[config.mk]
export PLATFORM = sky130hd
export DESIGN_NAME = f8_core
export DESIGN_NICKNAME = d
export VERILOG_FILES = /design/src/design/f8_pkg.sv /design/src/design/alu_if.sv /design/src/design/f8_core.sv /design/src/design/f8_control.sv /design/src/design/f8_fetch.sv /design/src/design/f8_regfile.sv /design/src/design/f8_alu.sv
export SDC_FILE = /design/constraint.sdc
export NUM_CORES = 1
export LEC_CHECK = 0
export BUFFER_PORTS_ARGS = -buffer_cell sky130_fd_sc_hd__buf_2
export CORE_MARGIN = 5
export CORE_UTILIZATION = 50
export CTS_CLUSTER_SIZE = 30
export DETAILED_ROUTE_END_ITERATION = 8
export MAX_ROUTING_LAYER = met4
export PLACE_DENSITY = 0.78
export SYNTH_ARGS = -nofsm -noshare
export SYNTH_HDL_FRONTEND = slang
export SYNTH_SLANG_ARGS = --single-unit
[constraint.sdc]
create_clock -name clk -period 10.69 [get_ports clk]
set_input_delay 2.6725 -clock clk [delete_from_list [all_inputs] [get_ports clk]]
set_output_delay 2.6725 -clock clk [all_outputs]
set_load 0.05 [all_outputs]
[src/design/f8_pkg.sv]
/* opcode bytes missing from opcode_t execute as nop
   instruction word is little-endian: byte 0 opcode, bytes 1..2 immediate or address */
`default_nettype none

package f8_pkg;

	localparam int addr_w = 16;
	localparam int inst_w = 24;
	localparam logic [addr_w-1:0] reset_vector_default = 16'h4000;

	typedef enum logic [7:0] {
		OP_NOP = 8'h00,
		OP_TRAP = 8'h01,
		OP_LD_XL_IMM = 8'h10,
		OP_LDW_Y_IMM = 8'h11,
		OP_LDW_Z_IMM = 8'h12,
		OP_ADD_XL_IMM = 8'h20,
		OP_SUB_XL_IMM = 8'h21,
		OP_AND_XL_IMM = 8'h22,
		OP_OR_XL_IMM = 8'h23,
		OP_XOR_XL_IMM = 8'h24,
		OP_ADD_XL_YL = 8'h28,
		OP_INC_XL = 8'h29,
		OP_LD_XL_DIR = 8'h30,
		OP_LD_DIR_XL = 8'h31,
		OP_LDW_Y_DIR = 8'h32,
		OP_LDW_DIR_Y = 8'h33,
		OP_JP_IMM = 8'h40,
		OP_JR = 8'h41,
		OP_JRZ = 8'h42,
		OP_JRNZ = 8'h43,
		OP_JRC = 8'h44,
		OP_JRNC = 8'h45
	} opcode_t;

	typedef enum logic [3:0] {
		ALU_PASS,
		ALU_ADD,
		ALU_SUB,
		ALU_AND,
		ALU_OR,
		ALU_XOR,
		ALU_INC
	} aluop_t;

	typedef struct packed {
		logic c;
		logic z;
		logic n;
	} flags_t;

	// length in bytes, unknown opcodes count as nop
	function automatic logic [1:0] opcode_length(input logic [7:0] opc);
		case (opc)
			OP_LD_XL_IMM, OP_ADD_XL_IMM, OP_SUB_XL_IMM, OP_AND_XL_IMM, OP_OR_XL_IMM,
			OP_XOR_XL_IMM, OP_JR, OP_JRZ, OP_JRNZ, OP_JRC, OP_JRNC:
				return 2'd2;
			OP_LDW_Y_IMM, OP_LDW_Z_IMM, OP_LD_XL_DIR, OP_LD_DIR_XL, OP_LDW_Y_DIR,
			OP_LDW_DIR_Y, OP_JP_IMM:
				return 2'd3;
			default:
				return 2'd1;
		endcase
	endfunction

	function automatic logic is_dir_read(input logic [7:0] opc);
		return (opc == OP_LD_XL_DIR) || (opc == OP_LDW_Y_DIR);
	endfunction

	function automatic logic is_jr(input logic [7:0] opc);
		return (opc >= OP_JR) && (opc <= OP_JRNC);
	endfunction

endpackage

`default_nettype wire
[src/design/alu_if.sv]
/* combinational link between control and ALU, no handshake
   result and flags_out follow the operands within the same cycle */
`timescale 1ns/1ps
`default_nettype none

interface alu_if;
	import f8_pkg::*;

	aluop_t op;
	logic [7:0] a;
	logic [7:0] b;
	logic c_in;
	logic [7:0] result;
	flags_t flags_out;

	modport control (
		output op,
		output a,
		output b,
		output c_in,
		input result,
		input flags_out
	);

	modport alu (
		input op,
		input a,
		input b,
		input c_in,
		output result,
		output flags_out
	);

endinterface

`default_nettype wire

[src/design/f8_core.sv]
/* both memories must be synchronous with one cycle of latency, no stalls
   one instruction per cycle; fetch and execute overlap */
`timescale 1ns/1ps
`default_nettype none

module f8_core #(
	parameter logic [f8_pkg::addr_w-1:0] RESET_VECTOR = f8_pkg::reset_vector_default
) (
	input wire clk,
	input wire reset,
	output logic [f8_pkg::addr_w-1:0] iread_addr,
	input wire [f8_pkg::inst_w-1:0] iread_data,
	output logic [f8_pkg::addr_w-1:0] dread_addr,
	input wire [f8_pkg::addr_w-1:0] dread_data,
	output logic [f8_pkg::addr_w-1:0] dwrite_addr,
	output logic [f8_pkg::addr_w-1:0] dwrite_data,
	output logic [1:0] dwrite_en,
	output logic trap
);
	import f8_pkg::*;

	logic [inst_w-1:0] inst;
	logic [addr_w-1:0] x;
	logic [addr_w-1:0] y;
	logic [1:0] reg_addr;
	logic [addr_w-1:0] reg_data;
	logic [1:0] reg_byte_en;
	flags_t next_flags;

	alu_if alu_bus ();

	f8_fetch #(
		.RESET_VECTOR(RESET_VECTOR)
	) fetch_inst (
		.clk(clk),
		.reset(reset),
		.iread_data(iread_data),
		.next_flags(next_flags),
		.iread_addr(iread_addr),
		.dread_addr(dread_addr),
		.inst(inst)
	);

	f8_control control_inst (
		.clk(clk),
		.reset(reset),
		.inst(inst),
		.x(x),
		.y(y),
		.dread_data(dread_data),
		.reg_addr(reg_addr),
		.reg_data(reg_data),
		.reg_byte_en(reg_byte_en),
		.dwrite_addr(dwrite_addr),
		.dwrite_data(dwrite_data),
		.dwrite_en(dwrite_en),
		.next_flags(next_flags),
		.trap(trap),
		.alu(alu_bus)
	);

	// z is written by ldw z but read by no kept instruction
	f8_regfile regfile_inst (
		.clk(clk),
		.reg_addr(reg_addr),
		.reg_data(reg_data),
		.reg_byte_en(reg_byte_en),
		.x(x),
		.y(y),
		.z()
	);

	f8_alu alu_inst (
		.alu(alu_bus)
	);

endmodule

`default_nettype wire

[src/design/f8_control.sv]
/* dread_data must carry the operand of a direct read in its execute cycle
   stores write the low byte at dwrite_addr and the high byte at dwrite_addr+1 */
`timescale 1ns/1ps
`default_nettype none

module f8_control (
	input wire clk,
	input wire reset,
	input wire [f8_pkg::inst_w-1:0] inst,
	input wire [f8_pkg::addr_w-1:0] x,
	input wire [f8_pkg::addr_w-1:0] y,
	input wire [f8_pkg::addr_w-1:0] dread_data,
	output logic [1:0] reg_addr,
	output logic [f8_pkg::addr_w-1:0] reg_data,
	output logic [1:0] reg_byte_en,
	output logic [f8_pkg::addr_w-1:0] dwrite_addr,
	output logic [f8_pkg::addr_w-1:0] dwrite_data,
	output logic [1:0] dwrite_en,
	output f8_pkg::flags_t next_flags,
	output logic trap,
	alu_if.control alu
);
	import f8_pkg::*;

	logic [7:0] opcode;
	logic [7:0] imm8;
	logic [addr_w-1:0] imm16;
	logic [addr_w-1:0] word_val;
	flags_t flags;
	logic xl_write;
	logic word_load;

	assign opcode = inst[7:0];
	assign imm8 = inst[15:8];
	assign imm16 = inst[23:8];

	always_comb
	begin
		alu.op = ALU_PASS;
		xl_write = 1'b0;
		word_load = 1'b0;
		reg_addr = 2'd0;
		dwrite_en = 2'b00;
		trap = 1'b0;
		case (opcode)
			OP_TRAP:
				trap = 1'b1;
			OP_LD_XL_IMM, OP_LD_XL_DIR:
				xl_write = 1'b1;
			OP_ADD_XL_IMM, OP_ADD_XL_YL:
			begin
				alu.op = ALU_ADD;
				xl_write = 1'b1;
			end
			OP_SUB_XL_IMM:
			begin
				alu.op = ALU_SUB;
				xl_write = 1'b1;
			end
			OP_AND_XL_IMM:
			begin
				alu.op = ALU_AND;
				xl_write = 1'b1;
			end
			OP_OR_XL_IMM:
			begin
				alu.op = ALU_OR;
				xl_write = 1'b1;
			end
			OP_XOR_XL_IMM:
			begin
				alu.op = ALU_XOR;
				xl_write = 1'b1;
			end
			OP_INC_XL:
			begin
				alu.op = ALU_INC;
				xl_write = 1'b1;
			end
			OP_LDW_Y_IMM, OP_LDW_Y_DIR:
			begin
				word_load = 1'b1;
				reg_addr = 2'd1;
			end
			OP_LDW_Z_IMM:
			begin
				word_load = 1'b1;
				reg_addr = 2'd2;
			end
			OP_LD_DIR_XL:
				dwrite_en = 2'b01;
			OP_LDW_DIR_Y:
				dwrite_en = 2'b11;
			default:
				alu.op = ALU_PASS;
		endcase
	end

	// operand b: yl, read data or the immediate
	assign alu.a = x[7:0];
	assign alu.b = (opcode == OP_ADD_XL_YL) ? y[7:0] :
		is_dir_read(opcode) ? dread_data[7:0] : imm8;
	assign alu.c_in = flags.c;

	assign word_val = is_dir_read(opcode) ? dread_data : imm16;

	assign reg_data = word_load ? word_val : {8'h00, alu.result};
	assign reg_byte_en = word_load ? 2'b11 : {1'b0, xl_write};

	assign dwrite_addr = imm16;
	assign dwrite_data = dwrite_en[1] ? y : {8'h00, x[7:0]};

	// pass and logic ops come back with carry unchanged
	always_comb
	begin
		next_flags = flags;
		if (xl_write)
			next_flags = alu.flags_out;
		else if (word_load)
		begin
			next_flags.z = (word_val == '0);
			next_flags.n = word_val[15];
		end
	end

	always_ff @(posedge clk)
	begin
		if (reset)
			flags <= '0;
		else
			flags <= next_flags;
	end

	a_no_high_byte_only: assert property (@(posedge clk) dwrite_en != 2'b10);

	// relies on fetch loading a nop while reset is high
	a_no_reg_write_in_reset: assert property (@(posedge clk)
		reset |-> (reg_byte_en == 2'b00));

endmodule

`default_nettype wire

[src/design/f8_fetch.sv]
/* needs instruction memory with exactly one cycle of read latency and no wait states
   iread_addr and dread_addr are combinational from iread_data and next_flags */
`timescale 1ns/1ps
`default_nettype none

module f8_fetch #(
	parameter logic [f8_pkg::addr_w-1:0] RESET_VECTOR = f8_pkg::reset_vector_default
) (
	input wire clk,
	input wire reset,
	input wire [f8_pkg::inst_w-1:0] iread_data,
	input wire f8_pkg::flags_t next_flags,
	output logic [f8_pkg::addr_w-1:0] iread_addr,
	output logic [f8_pkg::addr_w-1:0] dread_addr,
	output logic [f8_pkg::inst_w-1:0] inst
);
	import f8_pkg::*;

	// address of the word now arriving on iread_data
	logic [addr_w-1:0] pc;
	logic [addr_w-1:0] next_pc;
	logic [7:0] arriving_op;
	logic [addr_w-1:0] imm16;
	logic [addr_w-1:0] jr_target;
	logic jr_cond;

	assign arriving_op = iread_data[7:0];
	assign imm16 = iread_data[23:8];
	assign jr_target = pc + {{8{iread_data[15]}}, iread_data[15:8]};

	// flags as left by the instruction executing right now
	always_comb
	begin
		case (arriving_op)
			OP_JRZ: jr_cond = next_flags.z;
			OP_JRNZ: jr_cond = !next_flags.z;
			OP_JRC: jr_cond = next_flags.c;
			OP_JRNC: jr_cond = !next_flags.c;
			default: jr_cond = 1'b1;
		endcase
	end

	always_comb
	begin
		if (reset)
			next_pc = RESET_VECTOR;
		else if (arriving_op == OP_JP_IMM)
			next_pc = imm16;
		else if (is_jr(arriving_op) && jr_cond)
			next_pc = jr_target;
		else
			next_pc = pc + addr_w'(opcode_length(arriving_op));
	end

	assign iread_addr = next_pc;

	// data arrives one cycle later, in the execute cycle
	assign dread_addr = is_dir_read(arriving_op) ? imm16 : '0;

	always_ff @(posedge clk)
	begin
		pc <= next_pc;
	end

	always_ff @(posedge clk)
	begin
		if (reset)
			inst <= inst_w'(OP_NOP);
		else
			inst <= iread_data;
	end

	a_reset_fetch_addr: assert property (@(posedge clk)
		reset |-> (iread_addr == RESET_VECTOR));

endmodule

`default_nettype wire

[src/design/f8_regfile.sv]
/* x, y and z with a byte write enable each; no reset, contents unknown until written
   address 3 holds no register */
`timescale 1ns/1ps
`default_nettype none

module f8_regfile (
	input wire clk,
	input wire [1:0] reg_addr,
	input wire [f8_pkg::addr_w-1:0] reg_data,
	input wire [1:0] reg_byte_en,
	output logic [f8_pkg::addr_w-1:0] x,
	output logic [f8_pkg::addr_w-1:0] y,
	output logic [f8_pkg::addr_w-1:0] z
);
	import f8_pkg::*;

	logic [addr_w-1:0] regs [3];

	always_ff @(posedge clk)
	begin
		for (int i = 0; i < 3; i++)
		begin
			if (reg_addr == 2'(i))
			begin
				if (reg_byte_en[0])
					regs[i][7:0] <= reg_data[7:0];
				if (reg_byte_en[1])
					regs[i][15:8] <= reg_data[15:8];
			end
		end
	end

	assign x = regs[0];
	assign y = regs[1];
	assign z = regs[2];

	// decode in control never targets the missing fourth register
	a_no_reg3_write: assert property (@(posedge clk)
		(reg_byte_en != 2'b00) |-> (reg_addr != 2'd3));

endmodule

`default_nettype wire

[src/design/f8_alu.sv]
/* 8-bit ALU, combinational
   sub sets carry when no borrow occurs; pass and logic ops keep the carry from c_in */
`timescale 1ns/1ps
`default_nettype none

module f8_alu (
	alu_if.alu alu
);
	import f8_pkg::*;

	logic [7:0] addend;
	logic add_cin;
	logic [8:0] sum;
	logic [7:0] res;
	logic carry;

	// one adder serves add, sub and inc
	assign addend = (alu.op == ALU_SUB) ? ~alu.b :
		(alu.op == ALU_INC) ? 8'h00 : alu.b;
	assign add_cin = (alu.op == ALU_SUB) || (alu.op == ALU_INC);
	assign sum = {1'b0, alu.a} + {1'b0, addend} + {8'h00, add_cin};

	always_comb
	begin
		res = alu.b;
		carry = alu.c_in;
		case (alu.op)
			ALU_ADD, ALU_SUB, ALU_INC:
			begin
				res = sum[7:0];
				carry = sum[8];
			end
			ALU_AND:
				res = alu.a & alu.b;
			ALU_OR:
				res = alu.a | alu.b;
			ALU_XOR:
				res = alu.a ^ alu.b;
			default:
				res = alu.b;
		endcase
	end

	assign alu.result = res;
	assign alu.flags_out = '{c: carry, z: (res == 8'h00), n: res[7]};

endmodule

`default_nettype wire

==> flow_summary_export.csv, run 1 <==
group,metric,value,unit
run_status,status,"complete, but fails checks",
run_status,violations,"setup timing",
sta,setup_ws,-227,ps
cts,holdBufCountCts,0,
floorplan,die_area,11800,um^2
worst_setup_path,crit_required,8020,ps
sta,relSlewSlack,8.49,%
yosys,yosysMostFrequentCell,"nand2_1",
worst_setup_path,critPathKind,"primary input to output port",
route,drt.antenna.violating_nets,0,
yosys,synthesis.instances,579,
sta,tightest_slew,1370,ps
yosys,synth_area,4860,um^2
cells_and_area,drive_above_1_share,33.2,%
yosys,ys_seq_elements,66,
worst_setup_path,crit_buf_inv,6,
floorplan,die_y,109,um
sta,finalCriticalPeriod,10920,ps
cts,root_buffer,"clkbuf_8",
yosys,avgSynthCellArea,8.39,um^2
place,port_buffers,108,
route,routed_wirelength,15700,um
cts,cts_tree,"yes",
route,avgViaCountPerCell,5.89,
grt,grt_pass1_wl,23600,um
yosys,synthDistinctLibCells,71,
floorplan,row_count,36,
grt,grt_overflow,0,
min_path,hold_class,"flip-flop to flip-flop",
worst_setup_path,cpMostUsedCell,"buf_4",
worst_setup_path,critical_path.startpoint_type,"primary input",
route,drtIter0Drc,439,
cts,cts-buffers-inserted,9,
grt,grt_start_max_net_pins,38,
yosys,synth_top_area_share,17.3,%
pwr,leakagePower,2.85,nW
cts,path_clk_slew,60,ps
yosys,synth_commonest_cells,"nand2_1 (61), dfxtp_1 (42), ha_1 (39)",
route,vias,5027,
floorplan,die_w,109,um
sta,rsz0062_at_grt,"yes",
yosys,yosysWarnings,0,
sta,max_freq,91.6,MHz
worst_setup_path,cp_data_arrival_time,8240,ps
grt,antenna_found_initial,0,
pwr,power-per-cell-area,108,nW/um^2
sta,report.final.setup_viol,8,
cells_and_area,diodes,0,
yosys,synth_fp_nets,663,
sta,hold_violations,0,
grt,grt_pass1_vias,4811,
cts,clockBufferDepth,2,
cts,clkLatencyLatePin,350,ps
place,gp_congestion,0.942,
yosys,synth_top_area_cell,"dfxtp_1",
worst_setup_path,path_delay_family,"compound AO/OA/AOI/OAI gates",
sta,skew,21.2,ps
yosys,seq_area_frac_synth,32.1,%
place,dp_hpwl,11200,um
pwr,irDropWorstVdd,0.118,mV
worst_setup_path,worstPathMaxFanout,5,
sta,whs,546,ps
yosys,synth_area_leaders,"dfxtp_1 (17%), edfxtp_1 (15%), ha_1 (10%), nand2_1 (4.7%), nor2b_1 (4.5%)",
yosys,synth_top_flop_cell,"dfxtp_1",
worst_setup_path,slowest_stage,"fa_2",
cts,clock-sinks,66,
cells_and_area,fin_nets,799,
sta,fin_crit_sh,102,%
cells_and_area,syn2layout_area_growth,28.7,%
flow_run,maxCapViolCount,0,
place,place_ws,-562,ps
yosys,ys_async_sr_fraction,0,%
route,drtPass1Iterations,6,
worst_setup_path,cp-end-kind,"output port",
cts,htreeDepth,3,
grt,grt_usage,26.2,%
floorplan,ios,109,
route,drc_errors,0,
worst_setup_path,cpPeakStageDelay,390,ps
floorplan,coreArea,9640,um^2
floorplan,initial_core_util,50.4,%
route,wl_per_cell,18.4,um
yosys,synth_edf_count,24,
sta,drv_slew,0,
through the flow:
step	util (%)	cells	power (W)	setup TNS, ps	cell area [um^2]
global route	64.9	853	0.000703	-3460	6250
CTS	63.1	849	0.000662	-381	6090
detailed placement	59.2	821	0.000460	-2710	5700
global placement	59.2	821	0.000455	-1200	5700
finish	64.9	853	0.000676	-908	6250
floorplan	-	579	0.000405	-95.3	4890
repair_timing:
| action | 4_1_cts | 5_1_grt |
|---|---|---|
| setup buffers | 12 | 4 |
| resized for setup | 32 | 33 |
| setup endpoints to repair | 10 | 11 |
| gates cloned | 0 | 0 |
| pin swaps | 13 | 25 |
per-layer routing:
metal | track usage (%) | routed length (um)
met5 | - | 0
met2 | 41.2 | 7280
met3 | 3.46 | 1410
met4 | 12.4 | 654
met1 | 33.4 | 6390
worst min-delay path: stages (launching register included):
cell and delay (ps):
dfxtp_1 310, o2bb2ai_1 100, nor2_1 90
power breakdown:
part | internal [W] | switching, W
combinational | 0.0000721 | 0.000116
clock | 0.0000979 | 0.000105
sequential | 0.000273 | 0.0000122
layout by cell type, fill, tap and decap left out, types with 7 or more instances in the layout:
cell and instances:
nand3_1 10, nand2_1 60, clkbuf_8 9, xor2_1 7, a21oi_1 29, o21ai_1 8
and2_1 23, o21ai_0 27, mux2i_1 11, nor4_1 11, nor2_1 34, buf_4 62
nor3_1 13, inv_1 30, edfxtp_1 24, dfxtp_1 42, buf_2 96, nor2b_1 34
xnor2_1 9, buf_6 10, and3_1 12, ha_1 33, a21oi_2 7
cells by family after synthesis:
group,synth area share [%]
flops,32.1
mux,2.47
buf+inv,7.60
compound gates,17.4
fa+ha+maj,11.3
xor+xnor,3.53
simple gates,25.6
layout make-up:
cell class | instances | area [um^2]
Tap cell | 133 | 166
Clock buffer | 10 | 149
Fill cell | 785 | 3390
Inverter | 34 | 128
Timing Repair Buffer | 168 | 1060
Sequential cell | 66 | 1560
Multi-Input combinational cell | 436 | 3150
Clock inverter | 6 | 40.0
path summary, 6_finish.rpt:
check / cells after the start / end / slack (ps) / startpoint
max reg2reg: 27 / fetch_inst.pc[14] / 3650 / fetch_inst.inst[4]
min: 2 / control_inst.alu.c_in / 550 / control_inst.alu.c_in
min reg2reg: 2 / control_inst.alu.c_in / 550 / control_inst.alu.c_in
max: 30 / iread_addr[15] / -230 / dread_data[0]
registers in the layout, summed over array words and instances (netlist names):
signal	cells
fetch_inst.inst	24
control_inst.alu.c_in	1
fetch_inst.pc	16
regfile_inst.regs	24
control_inst.flags	1
(Power assumes the default switching activity.)
==> run 2, diff against run 1 <==
--- a/config.mk
+++ b/config.mk
@@ -5,9 +5,10 @@
 export SDC_FILE = /design/constraint.sdc
 export NUM_CORES = 1
 export LEC_CHECK = 0
+export ABC_AREA = 1
 export BUFFER_PORTS_ARGS = -buffer_cell sky130_fd_sc_hd__buf_2
 export CORE_MARGIN = 5
-export CORE_UTILIZATION = 50
+export CORE_UTILIZATION = 51
 export CTS_CLUSTER_SIZE = 30
 export DETAILED_ROUTE_END_ITERATION = 8
 export MAX_ROUTING_LAYER = met4
==> run 2 against run 1 <==
Effect of this change: the run now ends clean; utilization decreased by 4.9 points; highest routed layer unchanged; combinational power decreased by 21%; critical path type unchanged; largest power group unchanged; hold slack improved by 20 ps; fmax increased by 6.8%; sequential cell count unchanged; sequential power decreased by 2%; first-iteration DRC count decreased by 19%; cell area decreased by 2.4%.
==> flow_summary_export.csv, run 2 <==
group,metric,value,unit
pwr,clkPwrFrac,36.4,%
route,wl_per_cell,14.2,um
cts,path_clk_slew,80,ps
yosys,synth_top_family_by_area,"simple AND/OR/NAND/NOR gates",
flow_run,maxCapViolCount,0,
route,drc_errors,0,
yosys,yosys.area_share.simple,32.9,%
sta,fin_crit_sh,95.6,%
route,avgViaCountPerCell,5.16,
floorplan,initial_core_util,51.7,%
place,port_buffers,108,
cts,cts-buffers-inserted,9,
yosys,synthXorXnorAreaFrac,1.83,%
grt,grt_pass1_wl,24400,um
floorplan,coreArea,10200,um^2
yosys,synth_area_leaders,"dfxtp_1 (16%), edfxtp_1 (14%), nand2_1 (11%), inv_1 (10%), ha_1 (9.3%)",
pwr,p_seq_share,41.4,%
sta,hold_violations,0,
sta,finalCriticalPeriod,10220,ps
cells_and_area,diodes,0,
pwr,power-per-cell-area,110,nW/um^2
grt,antenna_found_initial,0,
yosys,synth_top_flop_cell,"dfxtp_1",
yosys,synth_area,5260,um^2
pwr,switching_share,33.0,%
yosys,synth_edf_count,24,
worst_setup_path,critPathKind,"primary input to output port",
cts,clockBufferDepth,2,
worst_setup_path,cpMostUsedCell,"nand2_1",
route,routed_wirelength,14500,um
worst_setup_path,cp-end-kind,"output port",
worst_setup_path,slowest_stage,"fa_2",
grt,grt_overflow,0,
cells_and_area,drive_above_1_share,18.8,%
sta,report.final.setup_viol,0,
worst_setup_path,cp_data_arrival_time,7550,ps
cells_and_area,final_cell_mix,"nand2_1 (151), inv_1 (142), nor2_1 (111)",
floorplan,die_w,112,um
floorplan,ios,109,
yosys,seq_area_frac_synth,29.7,%
yosys,yosysWarnings,0,
cts,clock-sinks,66,
pwr,switchingPower,0.000222,W
cells_and_area,syn2layout_area_growth,16.0,%
worst_setup_path,crit_buf_inv,7,
yosys,synth_top_area_cell,"dfxtp_1",
yosys,ys_seq_elements,66,
yosys,avgSynthCellArea,6.70,um^2
grt,grt_pass1_vias,5119,
run_status,status,"complete, no violations",
grt,grt_start_max_net_pins,38,
cts,htreeDepth,3,
cts,cts_tree,"yes",
sta,drv_slew,0,
worst_setup_path,worstPathMaxFanout,8,
place,gp_congestion,0.965,
yosys,synthMuxAreaShare,0.380,%
sta,max_freq,97.8,MHz
yosys,synthesis.instances,786,
yosys,synthDistinctLibCells,43,
cells_and_area,top_regs,"fetch_inst.inst: 24 flops, regfile_inst.regs: 24 flops, fetch_inst.pc: 16 flops",
cts,root_buffer,"clkbuf_8",
worst_setup_path,cpPeakStageDelay,390,ps
worst_setup_path,crit_required,8020,ps
floorplan,die_area,12500,um^2
cts,holdBufCountCts,0,
worst_setup_path,critical_path.startpoint_type,"primary input",
sta,skew,20.3,ps
floorplan,row_count,37,
cells_and_area,fin_nets,965,
pwr,combPwrFrac,22.2,%
grt,grt_usage,24.4,%
pwr,irDropWorstVdd,0.0876,mV
worst_setup_path,path_delay_family,"simple AND/OR/NAND/NOR gates",
route,drtPass1Iterations,5,
place,dp_hpwl,10900,um
yosys,synth_compound_area_share,10.1,%
cells_and_area,finish.utilization,59.9,%
yosys,synth_commonest_cells,"nand2_1 (152), inv_1 (142), nor2_1 (111)",
sta,rsz0062_at_grt,"no",
floorplan,die_y,112,um
cts,clkLatencyLatePin,360,ps
yosys,yosysMostFrequentCell,"nand2_1",
route,drtIter0Drc,357,
yosys,synth_top_area_share,16.0,%
sta,setup_tns,0,ps
sta,tightest_slew,1090,ps
route,vias,5278,
pwr,power.internal,0.000449,W
yosys,synth_fp_nets,870,
yosys,post_synth_fa_ha_maj_area_fraction,10.4,%
yosys,ys_async_sr_fraction,0,%
route,drt.antenna.violating_nets,0,
cells_and_area,final_common_cell,"nand2_1",
sta,relSlewSlack,27.2,%
min_path,hold_class,"flip-flop to flip-flop",
pwr,leakagePower,3.38,nW
[run 2: cell count changes after synthesis, moves of 9 or more]
cell / before / now
inv_1: 31 / 142
nand2_1: 61 / 152
nor2_1: 35 / 111
nand3_1: 12 / 65
nor2b_1: 35 / 0
and2_1: 24 / 2
clkbuf_1: 20 / 7
and3_1: 12 / 0
nand4_1: 4 / 16
mux2i_1: 12 / 2
nand3b_1: 1 / 11
nor4_1: 11 / 2
[run 2: final timing paths]
path	start	end	slack [ps]	cells past startpoint
worst max-delay path	dread_data[0]	iread_addr[11]	470	42
worst min-delay path	control_inst.alu.c_in	control_inst.alu.c_in	570	2
worst max register to register	fetch_inst.inst[4]	fetch_inst.pc[12]	4480	45
worst min register to register	control_inst.alu.c_in	control_inst.alu.c_in	570	2
[run 2: area by class of cell]
cell class	count	area, um^2
Clock inverter	7	100
Sequential cell	66	1560
Timing Repair Buffer	117	614
Inverter	150	563
Tap cell	136	170
Clock buffer	9	124
Fill cell	953	4080
Multi-Input combinational cell	537	2970
[run 2: kinds of logic after synthesis]
kind of cell	count (synthesis)
muxes	2
and+or+nand+nor	385
xor gates and xnor gates	11
adders and majority gates	42
buffers and inverters	183
AOI/OAI and AO/OA	97
DFF	66
[run 2: timing repair]
action | 4_1_cts | 5_1_grt
gates resized for setup | 0 | 15
endpoints found under the setup margin | 0 | 6
hold endpoints to repair | 0 | 0
setup buffers | 0 | 3
[run 2: through the flow]
stage          area [um^2]  setup WS [ps]  power [W]  hold WS [ps]  std cells
3_3_place_gp          5810            253   0.000427           535       1003
5_1_grt               6100           10.5   0.000705           652       1022
2_1_floorplan         5260            768   0.000395           505        786
4_1_cts               6030           50.2   0.000669           567       1019
3_5_place_dp          5810           92.3   0.000428           545       1003
6_report              6100            469   0.000671           565       1022
[run 2: layer usage]
layer	up-vias	wire, um	GRT usage (%)
met3	37	868	3.86
met1	2366	6390	31.6
met4	0	403	9.00
met5	-	0	-
li1	2687	-	-
met2	188	6810	38.7
[run 2: worst min-delay path: cells and delay by family (launching register included)]
kind / cells / cell delay (ps)
compound gates: 1 / 120
flops: 1 / 310
simple gates: 1 / 100
[run 2: power by group through the flow]
stage	clock network, W	registers, W	logic [W]
after floorplan	0	0.000282	0.000113
after global placement	0	0.000284	0.000143
after detailed placement	0	0.000284	0.000145
after CTS	0.000245	0.000278	0.000145
after global routing	0.000260	0.000279	0.000166
final	0.000244	0.000278	0.000149
==> run 3, diff against run 2 <==
--- a/config.mk
+++ b/config.mk
@@ -6,13 +6,13 @@
 export NUM_CORES = 1
 export LEC_CHECK = 0
 export ABC_AREA = 1
-export BUFFER_PORTS_ARGS = -buffer_cell sky130_fd_sc_hd__buf_2
 export CORE_MARGIN = 5
 export CORE_UTILIZATION = 51
 export CTS_CLUSTER_SIZE = 30
 export DETAILED_ROUTE_END_ITERATION = 8
+export DONT_BUFFER_PORTS = 1
 export MAX_ROUTING_LAYER = met4
-export PLACE_DENSITY = 0.78
+export PLACE_DENSITY = 0.69
 export SYNTH_ARGS = -nofsm -noshare
 export SYNTH_HDL_FRONTEND = slang
 export SYNTH_SLANG_ARGS = --single-unit
==> run 3 against run 2 <==
Effect of this change: total power down 9.6%; sequential share of layout area grew 2.8 points; clock skew fell by 11 ps; register-to-register slack lost 170 ps; routed wire length decreased by 1.6%; utilization decreased by 5.9 points; cell count is 11% lower; cell area shrank 9.8%; hold slack gained 30 ps; critical path type unchanged; largest power group unchanged.
==> flow_summary_export.csv, run 3 (synthesis gave the netlist of run 2 again) <==
group,metric,value,unit
cts,clockBufferDepth,2,
grt,grt_pass1_vias,4668,
route,vias,4894,
sta,setup_ws,564,ps
worst_setup_path,crit_required,8020,ps
cells_and_area,fillers,1010,
route,drtIter0Drc,309,
floorplan,initial_core_util,51.7,%
sta,report.final.setup_viol,0,
run_status,status,"complete, no violations",
cts,root_buffer,"clkbuf_8",
place,place_ws,224,ps
cells_and_area,drive_above_1_share,7.84,%
grt,grt_start_max_net_pins,38,
cells_and_area,final_common_cell,"nand2_1",
cts,post_cts_buffers,0,
floorplan,die_area,12500,um^2
cts,clock-sinks,66,
place,port_buffers,0,
place,gp_congestion,0.915,
worst_setup_path,worstPathMaxFanout,8,
worst_setup_path,cp_data_arrival_time,7450,ps
grt,grt_usage,23.5,%
min_path,hold_class,"flip-flop to flip-flop",
worst_setup_path,cp-end-kind,"output port",
cts,clkLatencyLatePin,360,ps
cts,htreeDepth,3,
cells_and_area,syn2layout_area_growth,4.64,%
sta,fin_crit_sh,94.7,%
sta,max_freq,98.8,MHz
route,drc_errors,0,
route,drtPass1Iterations,5,
cells_and_area,final_cell_count_no_fill,914,
sta,finalCriticalPeriod,10130,ps
route,drt.antenna.violating_nets,0,
sta,tightest_slew,1170,ps
route,wl_per_cell,15.6,um
worst_setup_path,critPathKind,"primary input to output port",
pwr,power-per-cell-area,110,nW/um^2
sta,relSlewSlack,21.8,%
sta,hold_violations,0,
cts,ctsResizeCount,0,
cells_and_area,ff_latch_area,1560,um^2
worst_setup_path,cpPeakStageDelay,410,ps
cells_and_area,multi_input_area,2970,um^2
floorplan,row_count,37,
place,dp_hpwl,11000,um
cells_and_area,top_regs,"fetch_inst.inst: 24 flops, regfile_inst.regs: 24 flops, fetch_inst.pc: 16 flops",
flow_run,maxCapViolCount,0,
cells_and_area,diodes,0,
cts,path_clk_slew,70,ps
grt,grt_pass1_wl,23200,um
sta,drv_slew,0,
worst_setup_path,slowest_stage,"fa_1",
cts,holdBufCountCts,0,
floorplan,ios,109,
cts,cts_tree,"yes",
sta,skew,9.42,ps
floorplan,die_y,112,um
pwr,irDropWorstVdd,0.0755,mV
route,avgViaCountPerCell,5.35,
grt,antenna_found_initial,0,
cells_and_area,fin_nets,857,
worst_setup_path,critical_path.startpoint_type,"primary input",
floorplan,coreArea,10200,um^2
cells_and_area,final_cell_mix,"nand2_1 (151), inv_1 (140), nor2_1 (110)",
worst_setup_path,cpMostUsedCell,"nand2_1",
pwr,leakagePower,2.84,nW
place,dp_cells,898,
floorplan,die_w,112,um
grt,grt_overflow,0,
cts,cts-buffers-inserted,9,
route,routed_wirelength,14200,um
cells_and_area,finish.utilization,54.1,%
run 3: final cells by class:
| cell class | count | share of cell area [%] |
|---|---|---|
| multi-input cells | 537 | 54.0 |
| flip-flops and latches | 66 | 28.4 |
| inverters | 150 | 10.2 |
| well taps | 136 | 3.09 |
| clock buffers | 10 | 2.32 |
| repair buffers | 9 | 1.30 |
| clock inverters | 6 | 0.727 |
run 3: worst max-delay path, delay by kind of cell:
| family | cells | cell delay [ps] |
|---|---|---|
| buffers and inverters | 7 | 560 |
| and+or+nand+nor | 18 | 1630 |
| AOI/OAI and AO/OA | 7 | 1050 |
| adders and majority gates | 4 | 1340 |
| xor gates and xnor gates | 1 | 170 |
run 3: worst paths after layout:
| path | from | endpoint | slack [ps] | depth (start not counted) |
|---|---|---|---|---|
| worst min register to register | control_inst.alu.c_in | control_inst.alu.c_in | 600 | 2 |
| worst max register to register | fetch_inst.inst[5] | fetch_inst.pc[14] | 4310 | 36 |
| worst max-delay path | dread_data[0] | iread_addr[12] | 560 | 37 |
| worst min-delay path | control_inst.alu.c_in | control_inst.alu.c_in | 600 | 2 |
run 3: routing by layer:
metal / part of all wire, % / global-route usage [%]
met5: 0 / -
met4: 2.2 / 8.03
met3: 8.3 / 5.49
met2: 44 / 35.6
met1: 46 / 30.9
run 3: per-stage QoR:
| step | hold WS (ps) | area (um^2) | setup TNS, ps | total power (W) |
|---|---|---|---|---|
| 2_1_floorplan | 505 | 5260 | 0 | 0.000395 |
| 3_3_place_gp | 555 | 5300 | 0 | 0.000413 |
| 6_report | 596 | 5510 | 0 | 0.000606 |
| 4_1_cts | 590 | 5470 | 0 | 0.000609 |
| 3_5_place_dp | 567 | 5300 | 0 | 0.000416 |
| 5_1_grt | 654 | 5510 | -37.7 | 0.000639 |
run 3: where the power goes:
part           switching, W  total [W]  internal, W  leakage, nW
registers         0.0000193   0.000291     0.000272        0.580
clock network      0.000110   0.000194    0.0000843       0.0830
logic             0.0000854   0.000121    0.0000358         2.17
total              0.000215   0.000606     0.000392         2.84
